<file path="src/logic/ooo_pkg.sv">
package ooo_pkg;

    // ************************************************************************
    // Machine sizes
    // ************************************************************************
    localparam int unsigned XLEN      = 32;
    localparam int unsigned PHYS_REGS = 64;
    localparam int unsigned ROB_DEPTH = 16;
    localparam int unsigned WB_WIDTH  = 4;
    localparam int unsigned CDB_WIDTH = WB_WIDTH;
    localparam int unsigned ARCH_REGS = 32;
    localparam int unsigned ROB_CNT_W = $clog2(ROB_DEPTH + 1);

    typedef logic [XLEN-1:0]              xlen_t;
    typedef logic [$clog2(PHYS_REGS)-1:0] phys_tag_t;
    typedef logic [$clog2(ROB_DEPTH)-1:0] rob_idx_t;
    typedef logic [$clog2(ARCH_REGS)-1:0] arch_reg_t;
    // Occupancy needs one more bit than an index
    typedef logic [ROB_CNT_W-1:0]         rob_cnt_t;

    typedef enum logic [2:0] {
        OP_ADD = 3'd0,
        OP_SUB = 3'd1,
        OP_AND = 3'd2,
        OP_XOR = 3'd3,
        OP_BEQ = 3'd4
    } alu_op_t;

    // ************************************************************************
    // Pipeline payloads
    // ************************************************************************
    typedef struct packed {
        logic      valid;
        alu_op_t   op;
        xlen_t     src_a;
        xlen_t     src_b;
        arch_reg_t dest_arch;
        phys_tag_t dest_prf;
        rob_idx_t  rob_idx;
    } issue_req_t;

    typedef struct packed {
        logic      valid;
        xlen_t     value;
        arch_reg_t dest_arch;
        phys_tag_t dest_prf;
        rob_idx_t  rob_idx;
        logic      exception;
        logic      mispred;
    } fu_result_t;

    typedef struct packed {
        logic      wr_en;
        phys_tag_t waddr;
        xlen_t     wdata;
    } prf_write_t;

    typedef struct packed {
        logic     valid;
        rob_idx_t rob_idx;
        logic     exception;
        logic     mispred;
        xlen_t    value;
    } wb_entry_t;

    typedef struct packed {
        logic      valid;
        arch_reg_t dest_arch;
        phys_tag_t phys_tag;
        xlen_t     value;
    } cdb_entry_t;

    typedef struct packed {
        logic     valid;
        rob_idx_t rob_idx;
        logic     exception;
        logic     mispred;
        xlen_t    value;
    } retire_t;

endpackage

</file>
<file path="src/logic/complete_stage.sv">
`timescale 1ns/1ns

module complete_stage import ooo_pkg::*; (
    input  logic                         clock,
    input  logic                         rst_n_i,

    input  fu_result_t [WB_WIDTH-1:0]    fu_result_i,

    output prf_write_t [WB_WIDTH-1:0]    prf_wr_o,
    output wb_entry_t  [WB_WIDTH-1:0]    wb_o,
    output cdb_entry_t [CDB_WIDTH-1:0]   cdb_o
);

    // ************************************************************************
    // Result fan-out
    // ************************************************************************
    always_comb begin
        prf_wr_o = '0;
        wb_o     = '0;
        cdb_o    = '0;

        for (int i = 0; i < WB_WIDTH; i++) begin
            if (fu_result_i[i].valid) begin
                // Register file write port
                prf_wr_o[i].wr_en = 1'b1;
                prf_wr_o[i].waddr = fu_result_i[i].dest_prf;
                prf_wr_o[i].wdata = fu_result_i[i].value;

                // ROB completion
                wb_o[i].valid     = 1'b1;
                wb_o[i].rob_idx   = fu_result_i[i].rob_idx;
                wb_o[i].exception = fu_result_i[i].exception;
                wb_o[i].mispred   = fu_result_i[i].mispred;
                wb_o[i].value     = fu_result_i[i].value;

                // Broadcast to waiting consumers
                cdb_o[i].valid     = 1'b1;
                cdb_o[i].dest_arch = fu_result_i[i].dest_arch;
                cdb_o[i].phys_tag  = fu_result_i[i].dest_prf;
                cdb_o[i].value     = fu_result_i[i].value;
            end
        end
    end

endmodule

</file>
<file path="config.mk">
export PLATFORM = sky130hd
export DESIGN_NAME = complete_stage
export DESIGN_NICKNAME = d
export VERILOG_FILES = /design/src/logic/ooo_pkg.sv /design/src/logic/complete_stage.sv
export SDC_FILE = /design/constraint.sdc
export NUM_CORES = 1
export LEC_CHECK = 0
export CORE_AREA = 2 2 269 271
export DETAILED_ROUTE_END_ITERATION = 7
export DIE_AREA = 0 0 271 273
export DONT_BUFFER_PORTS = 1
export GPL_TIMING_DRIVEN = 0
export PLACE_DENSITY_LB_ADDON = 0.1
export SLEW_MARGIN = 0
export SYNTH_ARGS = -nofsm -noshare
export SYNTH_HDL_FRONTEND = slang
export SYNTH_SLANG_ARGS = --single-unit
</file>
<file path="constraint.sdc">
create_clock -name vclk -period 0.8
set_input_delay 0.12 -clock vclk [all_inputs]
set_output_delay 0.12 -clock vclk [all_outputs]
set_load 0.03 [all_outputs]
</file>
* Word-level counts from Yosys, hierarchy flattened
Index checks and enable logic that the tools add are counted.
Operators by class: multiplexer cells 12
Operators with widths (count):
- 39-bit two-way mux | 8
- 44-bit two-way mux | 4
Storage, ports and cells: input port bits 202, output and inout port bits 488, flip-flop bits (word level) 0, logic and storage cells 12

* Depth between registers and ports, before layout
Gate-level depths: netlist of run 1.
word-level depth 1, mapped depth 4, mapped depth without buffers 1

* Worst setup path after synthesis of run 1
OpenSTA, ideal clock, no wires.
path kind input to output, start in fu_result_i[199] (netlist name), end out prf_wr_o[147] (netlist name), path buffers 3, stages on the path 4, required time 680 ps, path slack -180 ps, arrival 860 ps, cell sequence buf_6 buf_6 and2_1 buf_4
RTL lines:
- from (decl) | RTL line complete_stage.sv:7 | input fu_result_t [WB_WIDTH-1:0] fu_result_i,
- to (decl) | RTL line complete_stage.sv:9 | output prf_write_t [WB_WIDTH-1:0] prf_wr_o,

==> impl_metrics.tcl, run 1 <==
set metrics [dict create \
    postSynthCellCount 508 \
    final-max-slew-violation-count 0 \
    wl_per_cell_microns 14.1 \
    max_freq_mhz 1140 \
    ys_seq_area_share_pct 0 \
    cap_violations 0 \
    cp-startpoint "fu_result_i[49]" \
    synth_xor_xnor_area_share_pct 0 \
    yosys-top-cells-count "buf_4, and2_1, and2_2, clkbuf_2, buf_6" \
    num-clock-buffers 0 \
    regArea_sq_um 0 \
    first_iter_violations 29 \
    dp_hpwl_mm 18.6 \
    grt.total_usage_pct 4.59 \
    rows 98 \
    min_period_ns 0.877 \
    vias 2968 \
    ios 690 \
    slew_headroom_pct 79.4 \
    synth_top_family_by_area "buffers and inverters" \
    ant_nets 0 \
    io_buffers 0 \
    first_global_vias 2953 \
    nets 722 \
    grt_start_max_net_pins 20 \
    worst_pin_slew_ns 0.311 \
    gp_congestion 0.754 \
    core_area_sq_um 71000 \
    dr.pass1.iters 3 \
    min_from "fu_result_i[49]" \
    ys_warn_count 0 \
    cp.arrival_ns 0.76 \
    power.total_mw 5.79 \
    synth_most_common_cell "buf_4" \
    syn_area_per_cell_sq_um 7.16 \
    overflow 0 \
    crit_path_end_kind "output port" \
    synth_compound_area_share_pct 0 \
    multi_input_area_sq_um 1640 \
    leakagePower_nw 2.74 \
    post-route-util_pct 8.61 \
    status "finished, violations left" \
    rsz0062_at_grt "true" \
    synth_mux_area_share_pct 0 \
    nFlopsAndLatches 0 \
    die_h_microns 273 \
    synth.area.top_cells "buf_4, and2_1, and2_2" \
    syn_area_sq_um 3640 \
    crit_type "primary input to output port" \
    yosysUniqueCellTypes 5 \
    cp_max_fo 10 \
    drive_gt1_share_pct 96.7 \
    vias_per_cell 2.02 \
    syn_to_final_growth_pct 68.1 \
    start_kind "primary input" \
    holdBufCountCts 0 \
    grt_pass1_wl_mm 24.8 \
    drt-total-wl_mm 20.7 \
    failed_checks "setup timing" \
    finalHoldViolCount 0 \
    die_w_microns 271 \
    ir_worst_vdd_uv 196 \
    dieArea_sq_um 74000 \
    antenna_found_initial 2 \
    synthAdderAreaFrac_pct 0 \
    layout_setup_ws_ns -0.0771 \
    synth_nets 710 \
    required_ns 0.68 \
    synth_top_cell_area_share_pct 60.3 \
    p_per_area_nw_per_um2 946 \
    yosysTopAreaCell "buf_4" \
    synthSimpleGateAreaFrac_pct 35.6 \
    nFillCells 8301 \
    start_util_pct 5.12 \
    route.detailed.drc 0 \
    post-route-period-util_pct 110 \
    hp-class "primary input to output port" \
    finalSetupViolations 92 \
    fin_tns_setup_ns -2.40 \
]
[worst max-delay path, stage by stage]
cell      delay, ns
clkbuf_4       0.20
and2_4         0.24
buf_4          0.19
[final timing paths]
| kind | to | cells past startpoint | slack, ns |
|---|---|---|---|
| max | prf_wr_o[35] | 3 | -0.08 |
| min | prf_wr_o[38] | 1 | 0.38 |
[placed cells by master (no fill, tap or decap), types with 3 or more instances in the layout]
cell         n
clkbuf_4     3
and2_4     148
buf_8        7
buf_4      150
and2_1      17
and2_2      31
clkbuf_16    6
buf_12       6
buf_6      143
[through the flow]
stage	worst slack [ns]	std cells	hold slack (ns)	cell area [sq um]
2_1_floorplan	-0.0828	508	0.372	3920
3_3_place_gp	-0.302	1458	0.381	5110
3_5_place_dp	-0.306	1458	0.376	5110
4_1_cts	-0.105	1462	0.376	5940
5_1_grt	-0.111	1470	0.378	6120
6_report	-0.0771	1470	0.375	6120
[where the power goes]
part            total [mW]  leakage [nW]  switching (mW)  internal (mW)
combinational         5.79          2.74            3.76           2.03
sequential               0             0               0              0
clock          0.000000335     0.0000127               0    0.000000335
[per-layer routing]
layer | routed length, microns | GRT usage (%) | vias up | part of all wire [%]
met3 | 1250 | 0.439 | 14 | 6.0
li1 | - | - | 1251 | -
met2 | 12300 | 9.93 | 294 | 59
met1 | 6550 | 4.44 | 1409 | 32
met4 | 641 | 1.41 | 0 | 3.1
met5 | 0 | 0 | - | 0
[cells by family after synthesis]
logic type,after synthesis
AND/OR/NAND/NOR,196
buffers and inverters,312
[timing repair]
item,in CTS,in global routing
resized for setup,211,25
buffers inserted,0,1
cloned,5,5
setup endpoints to repair,321,135
pin swaps,66,35
[area by class of cell]
cell class | instances | area share [%]
buffer | 311 | 50.2
timing repair buffer | 11 | 3.52
antenna | 2 | 0.0818
tap | 950 | 19.4
multi-input combinational | 196 | 26.7
Note: power is estimated with default switching activity, not from simulation.
==> run 2, diff against run 1 <==
--- a/config.mk
+++ b/config.mk
@@ -5,9 +5,9 @@
 export SDC_FILE = /design/constraint.sdc
 export NUM_CORES = 1
 export LEC_CHECK = 0
-export CORE_AREA = 2 2 269 271
+export CORE_AREA = 2 2 272 274
 export DETAILED_ROUTE_END_ITERATION = 7
-export DIE_AREA = 0 0 271 273
+export DIE_AREA = 0 0 274 276
 export DONT_BUFFER_PORTS = 1
 export GPL_TIMING_DRIVEN = 0
 export PLACE_DENSITY_LB_ADDON = 0.1
==> run 2 against run 1 <==
  * The run still ends with setup timing left
  * Core utilization decreased by 0.26 points
  * Critical endpoint is now wb_o[0]
  * Die area is 2.2% higher
  * Largest cell class unchanged
  * Power fell by 0.78%
==> impl_metrics.tcl, run 2 (synthesis gave the netlist of run 1 again) <==
set metrics [dict create \
    status "finished, violations left" \
    failed_checks "setup timing" \
    antenna_found_initial 0 \
    critPathMaxStageDelay_ns 0.25 \
    min_from "fu_result_i[49]" \
    p_int_mw 2.00 \
    slew_headroom_pct 74.3 \
    path_buf_inv 3 \
    cp_max_fo 8 \
    mostFrequentLayoutCells "and2_4, buf_6, buf_4" \
    crit_family "buffers and inverters" \
    die_h_microns 276 \
    grt_start_max_net_pins 20 \
    vias_per_cell 1.99 \
    regArea_sq_um 0 \
    layout_setup_ws_ns -0.0678 \
    io_buffers 0 \
    dp_hpwl_mm 18.5 \
    finalSetupViolations 34 \
    vias 2940 \
    hp-class "primary input to output port" \
    rows 99 \
    use_met3_pct 0.460 \
    final-max-slew-violation-count 0 \
    grt_busiest_layer "met2" \
    drive_gt1_share_pct 96.3 \
    die_w_microns 274 \
    grt_use_met1_pct 4.64 \
    worst_pin_slew_ns 0.388 \
    switching_share_pct 65.2 \
    rsz0062_at_grt "true" \
    cap_violations 0 \
    holdBufCountCts 0 \
    dr.pass1.iters 4 \
    start_kind "primary input" \
    core_area_sq_um 72600 \
    whs_path_depth 1 \
    combPwrFrac_pct 100.0 \
    grt_pass1_wl_mm 25.7 \
    num-clock-buffers 0 \
    power.total_mw 5.74 \
    nFlopsAndLatches 0 \
    fin_tns_setup_ns -1.29 \
    p_sw_mw 3.74 \
    required_ns 0.68 \
    gp_congestion 0.770 \
    dp_slack_ns -0.241 \
    antenna_cells 0 \
    finalHoldViolCount 0 \
    min_period_ns 0.868 \
    grt.total_usage_pct 4.62 \
    ios 690 \
    wl_per_cell_microns 13.6 \
    critical_path.slowest_cell "and2_4" \
    nets 719 \
    max_freq_mhz 1150 \
    ant_nets 0 \
    ir_worst_vdd_uv 237 \
    post-route-util_pct 8.35 \
    crit_path_end_kind "output port" \
    route.detailed.drc 0 \
    p_per_area_nw_per_um2 947 \
    syn_to_final_growth_pct 66.7 \
    first_iter_violations 52 \
    crit_type "primary input to output port" \
    post-route-period-util_pct 108 \
    grt_use_met2_pct 10.2 \
    nFillCells 8515 \
    hold_end "wb_o[38]" \
    dieArea_sq_um 75600 \
    drt-total-wl_mm 20.0 \
    p_clk_share_pct 0 \
    cp.arrival_ns 0.75 \
    first_global_vias 3018 \
    cp_cell_sequence "buf_12 -> buf_8 -> and2_4 -> buf_6" \
    start_util_pct 5.01 \
    leakagePower_nw 2.70 \
    overflow 0 \
    seqPwrFrac_pct 0 \
]
run 2: repair_timing:
| action | in CTS | in global routing |
|---|---|---|
| buffers inserted | 2 | 2 |
| resized for setup | 202 | 42 |
| gates cloned | 4 | 1 |
| pin swaps | 69 | 30 |
| endpoints found under the setup margin | 305 | 139 |
run 2: final cells by class:
| cell class | instances | area [sq um] | share of cell area (%) |
|---|---|---|---|
| buffer | 310 | 3070 | 50.7 |
| multi-input combinational | 196 | 1640 | 27.0 |
| tap | 959 | 1200 | 19.8 |
| timing repair buffer | 9 | 155 | 2.56 |
run 2: power groups by stage:
stage          registers, mW  logic, mW  clock network (mW)
3_3_place_gp               0       5.34                   0
2_1_floorplan              0       4.72                   0
6_report                   0       5.74                   0
3_5_place_dp               0       5.25                   0
5_1_grt                    0       5.94                   0
4_1_cts                    0       5.74                   0
run 2: worst max-delay path by stage:
| stage | startpoint | end | depth (start not counted) |
|---|---|---|---|
| 2_1_floorplan | fu_result_i[49] | prf_wr_o[0] | 4 |
| 3_3_place_gp | fu_result_i[49] | wb_o[2] | 4 |
| 3_5_place_dp | fu_result_i[49] | wb_o[2] | 4 |
| 4_1_cts | fu_result_i[49] | prf_wr_o[2] | 4 |
| 5_1_grt | fu_result_i[99] | wb_o[40] | 4 |
| 6_report | fu_result_i[49] | wb_o[0] | 4 |
run 2: through the flow:
step	area, sq um	hold slack, ns	instances
2_1_floorplan	3920	0.372	508
3_3_place_gp	5120	0.382	1467
3_5_place_dp	5120	0.377	1467
4_1_cts	5930	0.377	1472
5_1_grt	6060	0.380	1474
6_report	6060	0.377	1474
run 2: per-layer routing:
| metal | vias up | routed length [microns] |
|---|---|---|
| li1 | 1241 | - |
| met3 | 6 | 1270 |
| met5 | - | 0 |
| met2 | 284 | 12200 |
| met1 | 1409 | 6450 |
| met4 | 0 | 105 |
==> run 3, diff against run 2 <==
--- a/config.mk
+++ b/config.mk
@@ -5,12 +5,14 @@
 export SDC_FILE = /design/constraint.sdc
 export NUM_CORES = 1
 export LEC_CHECK = 0
-export CORE_AREA = 2 2 272 274
+export ABC_AREA = 1
+export CORE_AREA = 2 2 269 271
 export DETAILED_ROUTE_END_ITERATION = 7
-export DIE_AREA = 0 0 274 276
+export DIE_AREA = 0 0 271 273
 export DONT_BUFFER_PORTS = 1
 export GPL_TIMING_DRIVEN = 0
 export PLACE_DENSITY_LB_ADDON = 0.1
+export SETUP_SLACK_MARGIN = 0.5
 export SLEW_MARGIN = 0
 export SYNTH_ARGS = -nofsm -noshare
 export SYNTH_HDL_FRONTEND = slang
==> run 3 against run 2 <==
  * The flow still finishes with violations (setup timing)
  * Critical path depth increased by 2
  * Cell count grew 15%
  * Combinational power up 52%
  * Cell area up 98%
  * Critical endpoint is now wb_o[1]
  * Die area down 2.2%
  * Largest cell class unchanged
  * Worst hold slack got worse by 0.050 ns
==> impl_metrics.tcl, run 3 <==
set metrics [dict create \
    status "finished, violations left" \
    yosys-top-cells-count "buf_4, inv_1, nand2_1, buf_2" \
    power.total_mw 8.73 \
    ys_seq_area_share_pct 0 \
    synth_nets 906 \
    synth_most_common_cell "buf_4" \
    cp_cell_sequence "buf_16 -> buf_12 -> buf_16 -> nand2_8 -> inv_8 -> buf_6" \
    first_global_vias 4103 \
    mostFrequentLayoutCells "buf_6, nand2_8, buf_8" \
    drt-total-wl_mm 28.4 \
    wl_per_cell_microns 16.8 \
    crit_family "buffers and inverters" \
    dr.pass1.iters 4 \
    dp_slack_ns -0.166 \
    final_common_cell "buf_6" \
    fin_tns_setup_ns -3.19 \
    switching_share_pct 60.7 \
    post-route-period-util_pct 112 \
    antenna_cells 0 \
    yosysTopAreaCell "buf_4" \
    core_area_sq_um 71000 \
    critPathMaxStageDelay_ns 0.14 \
    leakagePower_nw 4.94 \
    start_util_pct 5.33 \
    route.detailed.drc 0 \
    finalSetupViolations 87 \
    nets 951 \
    crit_path_end_kind "output port" \
    cp.arrival_ns 0.77 \
    finalHoldViolCount 0 \
    worst_pin_slew_ns 0.178 \
    min_period_ns 0.892 \
    gp_congestion 0.722 \
    dp_hpwl_mm 24.7 \
    num-clock-buffers 0 \
    grt_start_max_net_pins 11 \
    vias 4008 \
    crit_path_frequent_cell "buf_16" \
    p_sw_mw 5.30 \
    regArea_sq_um 0 \
    syn_area_sq_um 3780 \
    p_int_mw 3.43 \
    rsz0062_at_grt "true" \
    die_w_microns 271 \
    cp_max_fo 9 \
    max_freq_mhz 1120 \
    dieArea_sq_um 74000 \
    drive_gt1_share_pct 98.8 \
    io_buffers 0 \
    yosysUniqueCellTypes 4 \
    postSynthCellCount 704 \
    hp-class "primary input to output port" \
    p_clk_share_pct 0 \
    critical_path.slowest_cell "buf_16" \
    die_h_microns 273 \
    syn_area_per_cell_sq_um 5.37 \
    failed_checks "setup timing" \
    grt_pass1_wl_mm 35.3 \
    seqPwrFrac_pct 0 \
    ys_warn_count 0 \
    final-max-slew-violation-count 0 \
    ios 690 \
    ant_nets 0 \
    syn_to_final_growth_pct 217 \
    synth_top_cell_area_share_pct 59.5 \
    p_per_area_nw_per_um2 727 \
    rows 98 \
    layout_setup_ws_ns -0.0921 \
    synth.area.top_cells "buf_4, inv_1, nand2_1" \
    start_kind "primary input" \
    crit_type "primary input to output port" \
    path_buf_inv 5 \
    nFlopsAndLatches 0 \
    slew_headroom_pct 88.1 \
    combPwrFrac_pct 100.0 \
    required_ns 0.68 \
    ir_worst_vdd_uv 260 \
    antenna_found_initial 0 \
    grt.total_usage_pct 6.76 \
    first_iter_violations 52 \
    holdBufCountCts 0 \
    vias_per_cell 2.36 \
    overflow 0 \
    cap_violations 0 \
]
run 3: timing repair:
| action | 4_1_cts | 5_1_grt |
|---|---|---|
| setup endpoints to repair | 488 | 488 |
| buffers inserted | 16 | 12 |
| resized for setup | 410 | 296 |
| endpoints found under the hold margin | 0 | 0 |
| cloned | 11 | 4 |
| pin swaps | 51 | 22 |
run 3: path summary, 6_finish.rpt:
check / depth (start not counted) / start / endpoint / slack [ns]
hold / removal: 2 / fu_result_i[154] / wb_o[153] / 0.33
setup / recovery: 6 / fu_result_i[49] / wb_o[1] / -0.09
run 3: power by group through the flow:
| stage | clock network (mW) | registers, mW | logic, mW |
|---|---|---|---|
| final | 0 | 0 | 8.73 |
| after floorplan | 0 | 0 | 6.20 |
| after global routing | 0 | 0 | 9.04 |
| after CTS | 0 | 0 | 8.16 |
| after global placement | 0 | 0 | 6.95 |
| after detailed placement | 0 | 0 | 6.88 |
run 3: final cells by class:
cell class | instances | area (sq um)
Inverter | 196 | 2450
Multi-Input combinational cell | 196 | 3320
Timing Repair Buffer | 43 | 833
Tap cell | 950 | 1190
Fill cell | 7838 | 59000
Buffer | 312 | 4210
run 3: cell families after synthesis:
group         count (synthesis)  share of synthesized area, %
simple gates                196                          19.4
buf+inv                     508                          80.6
run 3: metrics by stage:
| step | util (%) | hold slack (ns) | cells | instance area [sq um] |
|---|---|---|---|---|
| 2_1_floorplan | - | 0.344 | 704 | 7000 |
| 3_3_place_gp | 11.5 | 0.348 | 1654 | 8190 |
| 3_5_place_dp | 11.5 | 0.347 | 1654 | 8190 |
| 4_1_cts | 14.8 | 0.331 | 1681 | 10500 |
| 5_1_grt | 16.9 | 0.332 | 1697 | 12000 |
| 6_report | 16.9 | 0.327 | 1697 | 12000 |
run 3: layer usage:
metal  routed length, microns  vias to the layer above  GRT usage (%)
li1                         -                     1738              -
met1                     8080                     1921           6.20
met2                    17900                      341           15.1
met3                     2180                        8           1.47
met4                      248                        0          0.596
met5                        0                        -              0
